===== src/ni_dma_pkg.sv =====
// shared widths and the flit word layout for the noc dma engine, imported by every design file
package ni_dma_pkg;

    localparam int DATA_W     = 32; // flit word and wishbone data width
    localparam int ADDR_W     = 32; // wishbone word address
    localparam int DEST_W     = 8;  // destination id in header
    localparam int HDR_LEN_W  = 16; // payload length in header
    localparam int HDR_RSVD_W = 8;  // pads header to a full word, sent as zero

    // one flit word, read as header fields on the first flit
    // and as a raw payload word on every later flit
    typedef union packed {
        struct packed {
            logic [DEST_W-1:0]     dest_id;
            logic [HDR_LEN_W-1:0]  pkt_len;  // payload words following the header
            logic [HDR_RSVD_W-1:0] reserved;
        } hdr;
        logic [DATA_W-1:0] data;
    } flit_t;

endpackage


===== src/ni_dma_engine.sv =====
// top of the noc dma engine: send and receive controllers, each with its own flit fifo
`timescale 1ns/1ps

module ni_dma_engine #(
    parameter int LEN_W      = 10,
    parameter int FIFO_DEPTH = 8
) (
    input  logic                             clk,
    input  logic                             reset,
    input  logic                             clear_errors_i,
    // send control
    input  logic                             tx_start_i,
    input  logic [ni_dma_pkg::ADDR_W-1:0]    tx_base_i,
    input  logic [LEN_W-1:0]                 tx_size_i,
    input  logic [ni_dma_pkg::DEST_W-1:0]    tx_dest_i,
    output logic                             tx_busy_o,
    output logic                             tx_done_o,
    output logic                             size_err_o,
    output logic                             illegal_req_err_o,
    // wishbone read master
    output logic                             rd_cyc_o,
    output logic                             rd_stb_o,
    output logic [ni_dma_pkg::ADDR_W-1:0]    rd_adr_o,
    input  logic [ni_dma_pkg::DATA_W-1:0]    rd_dat_i,
    input  logic                             rd_ack_i,
    // send link
    output ni_dma_pkg::flit_t                tx_flit_o,
    output logic                             tx_tail_o,
    output logic                             tx_valid_o,
    input  logic                             tx_ready_i,
    // receive control
    input  logic                             rx_start_i,
    input  logic [ni_dma_pkg::ADDR_W-1:0]    rx_base_i,
    input  logic [LEN_W-1:0]                 rx_max_i,
    output logic                             rx_busy_o,
    output logic                             rx_done_o,
    output logic [ni_dma_pkg::DEST_W-1:0]    rx_dest_o,
    output logic [ni_dma_pkg::HDR_LEN_W-1:0] rx_len_o,
    output logic [LEN_W-1:0]                 rx_count_o,
    output logic                             overflow_err_o,
    // wishbone write master
    output logic                             wr_cyc_o,
    output logic                             wr_stb_o,
    output logic [ni_dma_pkg::ADDR_W-1:0]    wr_adr_o,
    output logic [ni_dma_pkg::DATA_W-1:0]    wr_dat_o,
    input  logic                             wr_ack_i,
    // receive link
    input  ni_dma_pkg::flit_t                rx_flit_i,
    input  logic                             rx_tail_i,
    input  logic                             rx_valid_i,
    output logic                             rx_ready_o
);
    import ni_dma_pkg::*;

    flit_t tx_push_data;
    logic  tx_push, tx_push_tail, tx_nearly_full, tx_empty;
    flit_t rx_head_data;
    logic  rx_pop, rx_head_tail, rx_empty, rx_full;

    assign tx_valid_o = !tx_empty;   // head of send fifo is the link flit
    assign rx_ready_o = !rx_full;

    ni_dma_send_ctrl #(.LEN_W(LEN_W)) u_send_ctrl (
        .clk(clk), .reset(reset),
        .tx_start_i(tx_start_i), .tx_base_i(tx_base_i),
        .tx_size_i(tx_size_i), .tx_dest_i(tx_dest_i),
        .clear_errors_i(clear_errors_i),
        .tx_busy_o(tx_busy_o), .tx_done_o(tx_done_o),
        .size_err_o(size_err_o), .illegal_req_err_o(illegal_req_err_o),
        .rd_cyc_o(rd_cyc_o), .rd_stb_o(rd_stb_o), .rd_adr_o(rd_adr_o),
        .rd_dat_i(rd_dat_i), .rd_ack_i(rd_ack_i),
        .fifo_push_o(tx_push), .fifo_data_o(tx_push_data),
        .fifo_tail_o(tx_push_tail), .fifo_nearly_full_i(tx_nearly_full)
    );

    ni_dma_flit_fifo #(.FIFO_DEPTH(FIFO_DEPTH)) u_tx_fifo (
        .clk(clk), .reset(reset),
        .push_i(tx_push), .push_data_i(tx_push_data), .push_tail_i(tx_push_tail),
        .pop_i(tx_valid_o && tx_ready_i),  // flit leaves on handshake
        .head_data_o(tx_flit_o), .head_tail_o(tx_tail_o),
        .empty_o(tx_empty), .full_o(), .nearly_full_o(tx_nearly_full)
    );

    ni_dma_flit_fifo #(.FIFO_DEPTH(FIFO_DEPTH)) u_rx_fifo (
        .clk(clk), .reset(reset),
        .push_i(rx_valid_i && rx_ready_o), .push_data_i(rx_flit_i), .push_tail_i(rx_tail_i),
        .pop_i(rx_pop),
        .head_data_o(rx_head_data), .head_tail_o(rx_head_tail),
        .empty_o(rx_empty), .full_o(rx_full), .nearly_full_o()
    );

    ni_dma_recv_ctrl #(.LEN_W(LEN_W)) u_recv_ctrl (
        .clk(clk), .reset(reset),
        .rx_start_i(rx_start_i), .rx_base_i(rx_base_i), .rx_max_i(rx_max_i),
        .clear_errors_i(clear_errors_i),
        .rx_busy_o(rx_busy_o), .rx_done_o(rx_done_o),
        .rx_dest_o(rx_dest_o), .rx_len_o(rx_len_o), .rx_count_o(rx_count_o),
        .overflow_err_o(overflow_err_o),
        .wr_cyc_o(wr_cyc_o), .wr_stb_o(wr_stb_o), .wr_adr_o(wr_adr_o),
        .wr_dat_o(wr_dat_o), .wr_ack_i(wr_ack_i),
        .fifo_pop_o(rx_pop), .fifo_data_i(rx_head_data),
        .fifo_tail_i(rx_head_tail), .fifo_empty_i(rx_empty)
    );

endmodule


===== src/ni_dma_flit_fifo.sv =====
// first-word-fall-through flit fifo with tail bit, instantiated once per direction in the dma top
`timescale 1ns/1ps

module ni_dma_flit_fifo #(
    parameter int FIFO_DEPTH = 8   // power of two, at least 4
) (
    input  logic              clk,
    input  logic              reset,
    input  logic              push_i,
    input  ni_dma_pkg::flit_t push_data_i,
    input  logic              push_tail_i,
    input  logic              pop_i,
    output ni_dma_pkg::flit_t head_data_o,
    output logic              head_tail_o,
    output logic              empty_o,
    output logic              full_o,
    output logic              nearly_full_o
);
    import ni_dma_pkg::*;

    localparam int PTR_W = $clog2(FIFO_DEPTH);

    flit_t            mem      [FIFO_DEPTH];
    logic             tail_mem [FIFO_DEPTH]; // tail bit kept beside each word
    logic [PTR_W-1:0] wr_ptr;
    logic [PTR_W-1:0] rd_ptr;
    logic [PTR_W:0]   count;                 // one extra bit so full is representable

    assign head_data_o   = mem[rd_ptr];      // head visible without a read strobe
    assign head_tail_o   = tail_mem[rd_ptr];
    assign empty_o       = (count == '0);
    assign full_o        = (count == (PTR_W+1)'(FIFO_DEPTH));
    assign nearly_full_o = (count >= (PTR_W+1)'(FIFO_DEPTH - 1)); // one slot or less left

    // storage, no reset needed
    always_ff @(posedge clk) begin
        if (push_i) begin
            mem[wr_ptr]      <= push_data_i;
            tail_mem[wr_ptr] <= push_tail_i;
        end
    end

    always_ff @(posedge clk or posedge reset) begin
        if (reset) begin
            wr_ptr <= '0;
            rd_ptr <= '0;
            count  <= '0;
        end else begin
            if (push_i) wr_ptr <= wr_ptr + 1'b1; // wraps, depth is a power of two
            if (pop_i)  rd_ptr <= rd_ptr + 1'b1;
            count <= count + (PTR_W+1)'(push_i) - (PTR_W+1)'(pop_i);
        end
    end

    // callers must honour the flags
    a_no_overrun: assert property (@(posedge clk) disable iff (reset) !(push_i && full_o))
        else $error("flit fifo pushed while full");
    a_no_underrun: assert property (@(posedge clk) disable iff (reset) !(pop_i && empty_o))
        else $error("flit fifo popped while empty");

endmodule


===== src/ni_dma_recv_ctrl.sv =====
// receive side of the dma: takes the header from the receive fifo and writes payload over wishbone
`timescale 1ns/1ps

module ni_dma_recv_ctrl #(
    parameter int LEN_W = 10
) (
    input  logic                             clk,
    input  logic                             reset,
    input  logic                             rx_start_i,
    input  logic [ni_dma_pkg::ADDR_W-1:0]    rx_base_i,
    input  logic [LEN_W-1:0]                 rx_max_i,
    input  logic                             clear_errors_i,
    output logic                             rx_busy_o,
    output logic                             rx_done_o,
    output logic [ni_dma_pkg::DEST_W-1:0]    rx_dest_o,
    output logic [ni_dma_pkg::HDR_LEN_W-1:0] rx_len_o,
    output logic [LEN_W-1:0]                 rx_count_o,
    output logic                             overflow_err_o,
    output logic                             wr_cyc_o,
    output logic                             wr_stb_o,
    output logic [ni_dma_pkg::ADDR_W-1:0]    wr_adr_o,
    output logic [ni_dma_pkg::DATA_W-1:0]    wr_dat_o,
    input  logic                             wr_ack_i,
    output logic                             fifo_pop_o,
    input  ni_dma_pkg::flit_t                fifo_data_i,
    input  logic                             fifo_tail_i,
    input  logic                             fifo_empty_i
);
    import ni_dma_pkg::*;

    localparam logic [1:0] S_IDLE = 2'd0;
    localparam logic [1:0] S_HDR  = 2'd1;
    localparam logic [1:0] S_BODY = 2'd2;

    logic [1:0]        state;
    logic [LEN_W-1:0]  max_q;     // buffer limit latched at start
    logic [ADDR_W-1:0] base_q;
    logic              ovf;       // buffer full, later words are dropped
    logic              wr_done;

    assign ovf        = (rx_count_o == max_q);
    assign wr_done    = wr_cyc_o && wr_ack_i;
    assign rx_busy_o  = (state != S_IDLE);
    assign wr_stb_o   = wr_cyc_o;
    assign wr_adr_o   = base_q + ADDR_W'(rx_count_o);
    assign wr_dat_o   = fifo_data_i.data;  // head stays put until the pop on ack
    // header pops at once, payload pops on ack or straight away when dropped
    assign fifo_pop_o = !fifo_empty_i &&
                        ((state == S_HDR) || (state == S_BODY && (ovf || wr_done)));

    always_ff @(posedge clk) begin
        if (state == S_IDLE && rx_start_i) begin
            base_q <= rx_base_i;
            max_q  <= rx_max_i;
        end
        if (state == S_HDR && fifo_pop_o) begin
            rx_dest_o <= fifo_data_i.hdr.dest_id; // first flit decoded as header
            rx_len_o  <= fifo_data_i.hdr.pkt_len;
        end
    end

    always_ff @(posedge clk or posedge reset) begin
        if (reset) begin
            state          <= S_IDLE;
            rx_count_o     <= '0;
            wr_cyc_o       <= 1'b0;
            rx_done_o      <= 1'b0;
            overflow_err_o <= 1'b0;
        end else begin
            rx_done_o <= 1'b0;
            if (clear_errors_i) overflow_err_o <= 1'b0;
            case (state)
                S_IDLE: begin
                    if (rx_start_i) begin
                        state      <= S_HDR;
                        rx_count_o <= '0;
                    end
                end
                S_HDR: begin
                    if (fifo_pop_o) state <= S_BODY;
                end
                S_BODY: begin
                    if (wr_done) begin
                        wr_cyc_o   <= 1'b0;   // one idle cycle between writes
                        rx_count_o <= rx_count_o + 1'b1;
                    end else if (!wr_cyc_o && !fifo_empty_i && !ovf) begin
                        wr_cyc_o <= 1'b1;
                    end
                    if (fifo_pop_o && ovf) overflow_err_o <= 1'b1;
                    if (fifo_pop_o && fifo_tail_i) begin
                        state     <= S_IDLE;  // tail consumed, packet done
                        rx_done_o <= 1'b1;
                    end
                end
                default: state <= S_IDLE;
            endcase
        end
    end

    initial assert (LEN_W <= HDR_LEN_W) else $error("recv LEN_W wider than header length field");

    // write data comes from the fifo head, so this also checks the fifo holds it
    a_wr_hold: assert property (@(posedge clk) disable iff (reset)
        wr_cyc_o && !wr_ack_i |=> wr_cyc_o && $stable(wr_adr_o) && $stable(wr_dat_o))
        else $error("write cycle dropped or changed before ack");

endmodule


===== src/ni_dma_send_ctrl.sv =====
// send side of the dma: builds the header flit, then reads payload over wishbone into the send fifo
`timescale 1ns/1ps

module ni_dma_send_ctrl #(
    parameter int LEN_W = 10
) (
    input  logic                          clk,
    input  logic                          reset,
    input  logic                          tx_start_i,
    input  logic [ni_dma_pkg::ADDR_W-1:0] tx_base_i,
    input  logic [LEN_W-1:0]              tx_size_i,
    input  logic [ni_dma_pkg::DEST_W-1:0] tx_dest_i,
    input  logic                          clear_errors_i,
    output logic                          tx_busy_o,
    output logic                          tx_done_o,
    output logic                          size_err_o,
    output logic                          illegal_req_err_o,
    output logic                          rd_cyc_o,
    output logic                          rd_stb_o,
    output logic [ni_dma_pkg::ADDR_W-1:0] rd_adr_o,
    input  logic [ni_dma_pkg::DATA_W-1:0] rd_dat_i,
    input  logic                          rd_ack_i,
    output logic                          fifo_push_o,
    output ni_dma_pkg::flit_t             fifo_data_o,
    output logic                          fifo_tail_o,
    input  logic                          fifo_nearly_full_i
);
    import ni_dma_pkg::*;

    localparam logic [1:0] S_IDLE = 2'd0;
    localparam logic [1:0] S_HDR  = 2'd1;
    localparam logic [1:0] S_BODY = 2'd2;

    logic [1:0]        state;
    logic [LEN_W-1:0]  word_cnt;   // index of the word being read
    logic [LEN_W-1:0]  size_q;     // request latched at start
    logic [ADDR_W-1:0] base_q;
    logic [DEST_W-1:0] dest_q;
    logic              last_word;
    logic              hdr_push;
    logic              data_push;

    assign last_word   = (word_cnt == size_q - 1'b1);
    assign hdr_push    = (state == S_HDR) && !fifo_nearly_full_i;
    assign data_push   = rd_cyc_o && rd_ack_i;     // read data goes straight into the fifo
    assign fifo_push_o = hdr_push || data_push;
    assign fifo_tail_o = data_push && last_word;
    assign tx_busy_o   = (state != S_IDLE);
    assign rd_stb_o    = rd_cyc_o;                 // classic cycle, stb follows cyc
    assign rd_adr_o    = base_q + ADDR_W'(word_cnt);

    // header view in the header state, payload view otherwise
    always_comb begin
        fifo_data_o = '0;                          // reserved bits stay zero
        if (state == S_HDR) begin
            fifo_data_o.hdr.dest_id = dest_q;
            fifo_data_o.hdr.pkt_len = HDR_LEN_W'(size_q);
        end else begin
            fifo_data_o.data = rd_dat_i;
        end
    end

    always_ff @(posedge clk) begin
        if (state == S_IDLE && tx_start_i) begin
            size_q <= tx_size_i;
            base_q <= tx_base_i;
            dest_q <= tx_dest_i;
        end
    end

    always_ff @(posedge clk or posedge reset) begin
        if (reset) begin
            state             <= S_IDLE;
            word_cnt          <= '0;
            rd_cyc_o          <= 1'b0;
            tx_done_o         <= 1'b0;
            size_err_o        <= 1'b0;
            illegal_req_err_o <= 1'b0;
        end else begin
            tx_done_o <= 1'b0;
            if (clear_errors_i) begin
                size_err_o        <= 1'b0;
                illegal_req_err_o <= 1'b0;
            end
            case (state)
                S_IDLE: begin
                    if (tx_start_i) begin
                        if (tx_size_i == '0) begin
                            size_err_o <= 1'b1; // nothing to send, stay idle
                        end else begin
                            state    <= S_HDR;
                            word_cnt <= '0;
                        end
                    end
                end
                S_HDR: begin
                    if (hdr_push) state <= S_BODY;
                end
                S_BODY: begin
                    if (data_push) begin
                        rd_cyc_o <= 1'b0;       // bus idles at least one cycle
                        word_cnt <= word_cnt + 1'b1;
                        if (last_word) begin
                            state     <= S_IDLE;
                            tx_done_o <= 1'b1;
                        end
                    end else if (!rd_cyc_o && !fifo_nearly_full_i) begin
                        rd_cyc_o <= 1'b1;       // room for the data when ack comes
                    end
                end
                default: state <= S_IDLE;
            endcase
            if (tx_start_i && state != S_IDLE) illegal_req_err_o <= 1'b1; // start ignored
        end
    end

    initial assert (LEN_W <= HDR_LEN_W) else $error("send LEN_W wider than header length field");

    // the slave may only ack a read cycle that is open
    a_rd_ack_in_cycle: assert property (@(posedge clk) disable iff (reset)
        rd_ack_i |-> rd_cyc_o)
        else $error("read ack outside an open read cycle");

endmodule


===== config.mk =====
export PLATFORM = sky130hd
export DESIGN_NAME = ni_dma_engine
export DESIGN_NICKNAME = d
export VERILOG_FILES = /design/src/ni_dma_pkg.sv /design/src/ni_dma_engine.sv /design/src/ni_dma_flit_fifo.sv /design/src/ni_dma_recv_ctrl.sv /design/src/ni_dma_send_ctrl.sv
export SDC_FILE = /design/constraint.sdc
export NUM_CORES = 1
export LEC_CHECK = 0
export BUFFER_PORTS_ARGS = -buffer_cell sky130_fd_sc_hd__buf_4
export CAP_MARGIN = 25
export CORE_AREA = 2 2 287 403
export DETAILED_ROUTE_END_ITERATION = 12
export DIE_AREA = 0 0 289 405
export PLACE_DENSITY = 0.45
export RECOVER_POWER = 25
export SYNTH_ARGS = -nofsm -noshare
export SYNTH_HDL_FRONTEND = slang
export SYNTH_SLANG_ARGS = --single-unit

===== constraint.sdc =====
create_clock -name clk -period 5.76 [get_ports clk]
set_clock_uncertainty 0.2 [all_clocks]
set_input_delay 1.152 -clock clk [delete_from_list [all_inputs] [get_ports clk]]
set_output_delay 1.152 -clock clk [all_outputs]
set_load 0.05 [all_outputs]

==> reports/results.tsv <==
stage	metric	value	unit
outcome	status	finished, violations left	
outcome	violations	max-capacitance violations, max-slew violations	
setup_path	cpPeakStageDelay	670	ps
layout	nFillCells	11154	
sta	slew_viol_final	52	
drt	dr.pass1.iters	5	
layout	area_growth_syn_to_layout	24.3	%
drt	via_count	14970	
setup_path	cpLargestDelayFamily	compound AO/OA/AOI/OAI gates	
logic_synthesis	syn_nets	1693	
setup_path	cp_slowest_cell	a21oi_1	
layout	multi_input_area	7370	µm²
logic_synthesis	synth_compound_area_share	1.64	%
clocking	post_cts_buffers	0	
floorplan	die_area	117000	µm²
floorplan	die_y	405	µm
logic_synthesis	synth_area	28200	µm²
logic_synthesis	synth.area.mux_share	14.0	%
clocking	cts.reportedPaths.clkPinSlew	60	ps
layout	layoutNonFillerInstCount	3445	
placed_design	gp_congestion	0.795	
logic_synthesis	synth_common_cells	edfxtp_1 (644), mux4_2 (132), mux2_2 (86), xnor2_1 (72), nor2_1 (53)	
global_route	grt_overflow	0	
logic_synthesis	synth.avg_cell_area	19.0	µm²
sta	fin_crit	5240	ps
logic_synthesis	ys_seq_elements	695	
power_and_ir_drop	p_per_area	550	nW/µm²
clocking	clk_path_buf_depth	3	
floorplan	initial_core_util	24.8	%
logic_synthesis	synth_top_family_by_area	multiplexers	
drt	wirelength	76300	µm
global_route	grt_pass1_vias	16207	
sta	finalSetupViolCount	0	
logic_synthesis	synth_top_area_share	68.5	%
clocking	htree_levels	3	
clocking	cts.sinks	695	
setup_path	arrival	3890	ps
sta	rsz0062_at_grt	false	
setup_path	start_kind	register	
drt	drc_errors	0	
floorplan	fp-row-count	147	
hold_path	hold_class	reg2reg	
floorplan	io_pins	342	
sta	relSlewSlack	-120	%
layout	fin_area	35100	µm²
setup_path	crit_buf_inv	2	
setup_path	critPathMostFrequentCell	a21oi_1	
logic_synthesis	synth_fa_ha_area_share	1.97	%
floorplan	die_w	289	µm
clocking	cts_tree	built	
clocking	cts_hold_buf	0	
logic_synthesis	yosys.area_share.simple	4.86	%
flow_run	maxCapViolCount	1	
global_route	grt_max_degree	52	
floorplan	core_area	114000	µm²
setup_path	worstPathRequired	4410	ps
sta	finalHoldViolCount	0	
logic_synthesis	yosys.area.top_type	edfxtp_1	
layout	fin_nets	2094	
setup_path	cp_cell_sequence	ha_1 > inv_1 > fa_1 > nand2b_1 > a21oi_1 > o211ai_1 > a21oi_1 > and3_1 > xor2_1 > buf_4	
clocking	clock_latency	640	ps
drt	vias_per_cell	4.35	
setup_path	cp-end-kind	primary output	
logic_synthesis	synth_seq_area_share	73.0	%
layout	ff_latch_area	20600	µm²
sta	setup_tns	0	ps
logic_synthesis	async_flop_share	7.34	%
clocking	cts_root_buffer	clkbuf_16	
sta	worst_slew_pin_slew	3290	ps
clocking	cts_made_buffers	77	
power_and_ir_drop	power.total	19.3	mW
placed_design	place_area	32800	µm²
drt	wire_per_inst	22.1	µm
logic_synthesis	post-synth-top-count-cell	edfxtp_1	
logic_synthesis	synth_xor_area_share	3.26	%
logic_synthesis	synth-edff-count	644	
clocking	ctsResizeCount	0	
placed_design	hpwl	50500	µm
logic_synthesis	ys.flop_type	edfxtp_1	
setup_path	worstPathMaxFanout	9	
drt	drtIter0Drc	783	
global_route	antenna_found_initial	10	
logic_synthesis	yosysUniqueCellTypes	48	
global_route	track_usage	12.9	%
drt	ant_nets	0	
logic_synthesis	synthTopCellsByArea	edfxtp_1 (69%), mux4_2 (11%), dfrtp_1 (4.5%), mux2_2 (3.4%), xnor2_1 (2.2%)	
placed_design	dp_cells	3297	
power_and_ir_drop	peakVddDrop	585	µV
global_route	grt_first_pass_wirelength	109000	µm
power_and_ir_drop	p_leak	12.0	nW
setup_path	path_class	reg2out	
placed_design	port_buffers	341	
sta	fmax	191	MHz
layout	drive_above_1_share	34.9	%
logic_synthesis	yosys_warnings	0	
sta	finalCritPeriodShare	91.0	%
logic_synthesis	syn_inst	1485	
[registers in the layout, indices dropped and copies added (netlist names), 4 cells and up]
name	cells
u_recv_ctrl.base_q	32
u_rx_fifo.mem	256
u_recv_ctrl.rx_len_o	16
u_recv_ctrl.max_q	10
u_tx_fifo.count	4
u_send_ctrl.size_q	10
u_recv_ctrl.rx_count_o	10
u_send_ctrl.dest_q	8
u_recv_ctrl.rx_dest_o	8
u_rx_fifo.tail_mem	8
u_send_ctrl.word_cnt	10
u_tx_fifo.mem	256
u_rx_fifo.count	4
u_send_ctrl.base_q	32
u_tx_fifo.tail_mem	8
[placed cells by master (no fill, tap or decap), types with 32 or more instances in the layout]
cell and instances:
mux4_2 132, buf_4 245, xnor2_1 72, clkbuf_16 77
mux2_2 86, dfrtp_1 47, nand2_1 48, ha_1 38
clkbuf_4 73, inv_1 35, edfxtp_1 644, clkbuf_1 69
nand3_1 32, xor2_1 33, nor2_1 47
[cell type report]
type,instances,area share (%)
clock inverter,49,1.32
timing repair buffer,374,7.45
tap,1490,5.31
antenna,6,0.0428
clock buffer,93,5.72
multi-input combinational,702,21.0
sequential,695,58.8
inverter,36,0.385
[metal layers]
layer | vias to the layer above | part of all wire (%) | track usage (%) | wire, µm
met5 | - | 0.098 | 0 | 75
met4 | 10 | 2.2 | 4.43 | 1700
met3 | 100 | 7.6 | 4.40 | 5820
met2 | 411 | 50 | 22.2 | 38300
met1 | 7747 | 40 | 14.8 | 30400
li1 | 6702 | - | - | -
[cell families after synthesis]
logic type | count (synthesis)
xor+xnor | 105
mux | 219
simple gates | 264
buf+inv | 88
flops | 695
compound gates | 72
fa+ha+maj | 42
[final timing paths]
| check | startpoint | endpoint | slack (ps) | depth (start not counted) |
|---|---|---|---|---|
| worst max-delay path | u_recv_ctrl.rx_count_o[0]$_DFFE_PP0P_ | wr_adr_o[26] | 520 | 10 |
| worst min-delay path | u_send_ctrl.size_err_o$_DFF_PP0_ | u_send_ctrl.size_err_o$_DFF_PP0_ | 300 | 1 |
| worst max register to register | u_recv_ctrl.rx_count_o[0]$_DFFE_PP0P_ | u_rx_fifo.count[2]$_DFF_PP0_ | 2140 | 10 |
| worst min register to register | u_send_ctrl.size_err_o$_DFF_PP0_ | u_send_ctrl.size_err_o$_DFF_PP0_ | 300 | 1 |
| max in group asynchronous | reset | u_tx_fifo.rd_ptr[0]$_DFFE_PP0P_ | 1430 | 3 |
| min in group asynchronous | reset | u_rx_fifo.rd_ptr[1]$_DFFE_PP0P_ | 1590 | 3 |
[metrics by stage]
stage | setup WS, ps | hold WS, ps | util (%)
after global placement | 1310 | 305 | 28.9
after CTS | 459 | 310 | 31.0
after global routing | 256 | 323 | 30.9
final | 517 | 304 | 30.9
after floorplan | 571 | 277 | -
after detailed placement | 1160 | 297 | 28.9
[where the power goes]
group          internal (mW)  switching, mW  total, mW  leakage, nW
Clock                   2.75           2.10       4.85         1.21
Sequential              6.66          0.625       7.29         6.53
Combinational           2.60           4.59       7.18         4.29
Total                   12.0           7.31       19.3         12.0
Note: power is estimated with default switching activity, not from simulation.
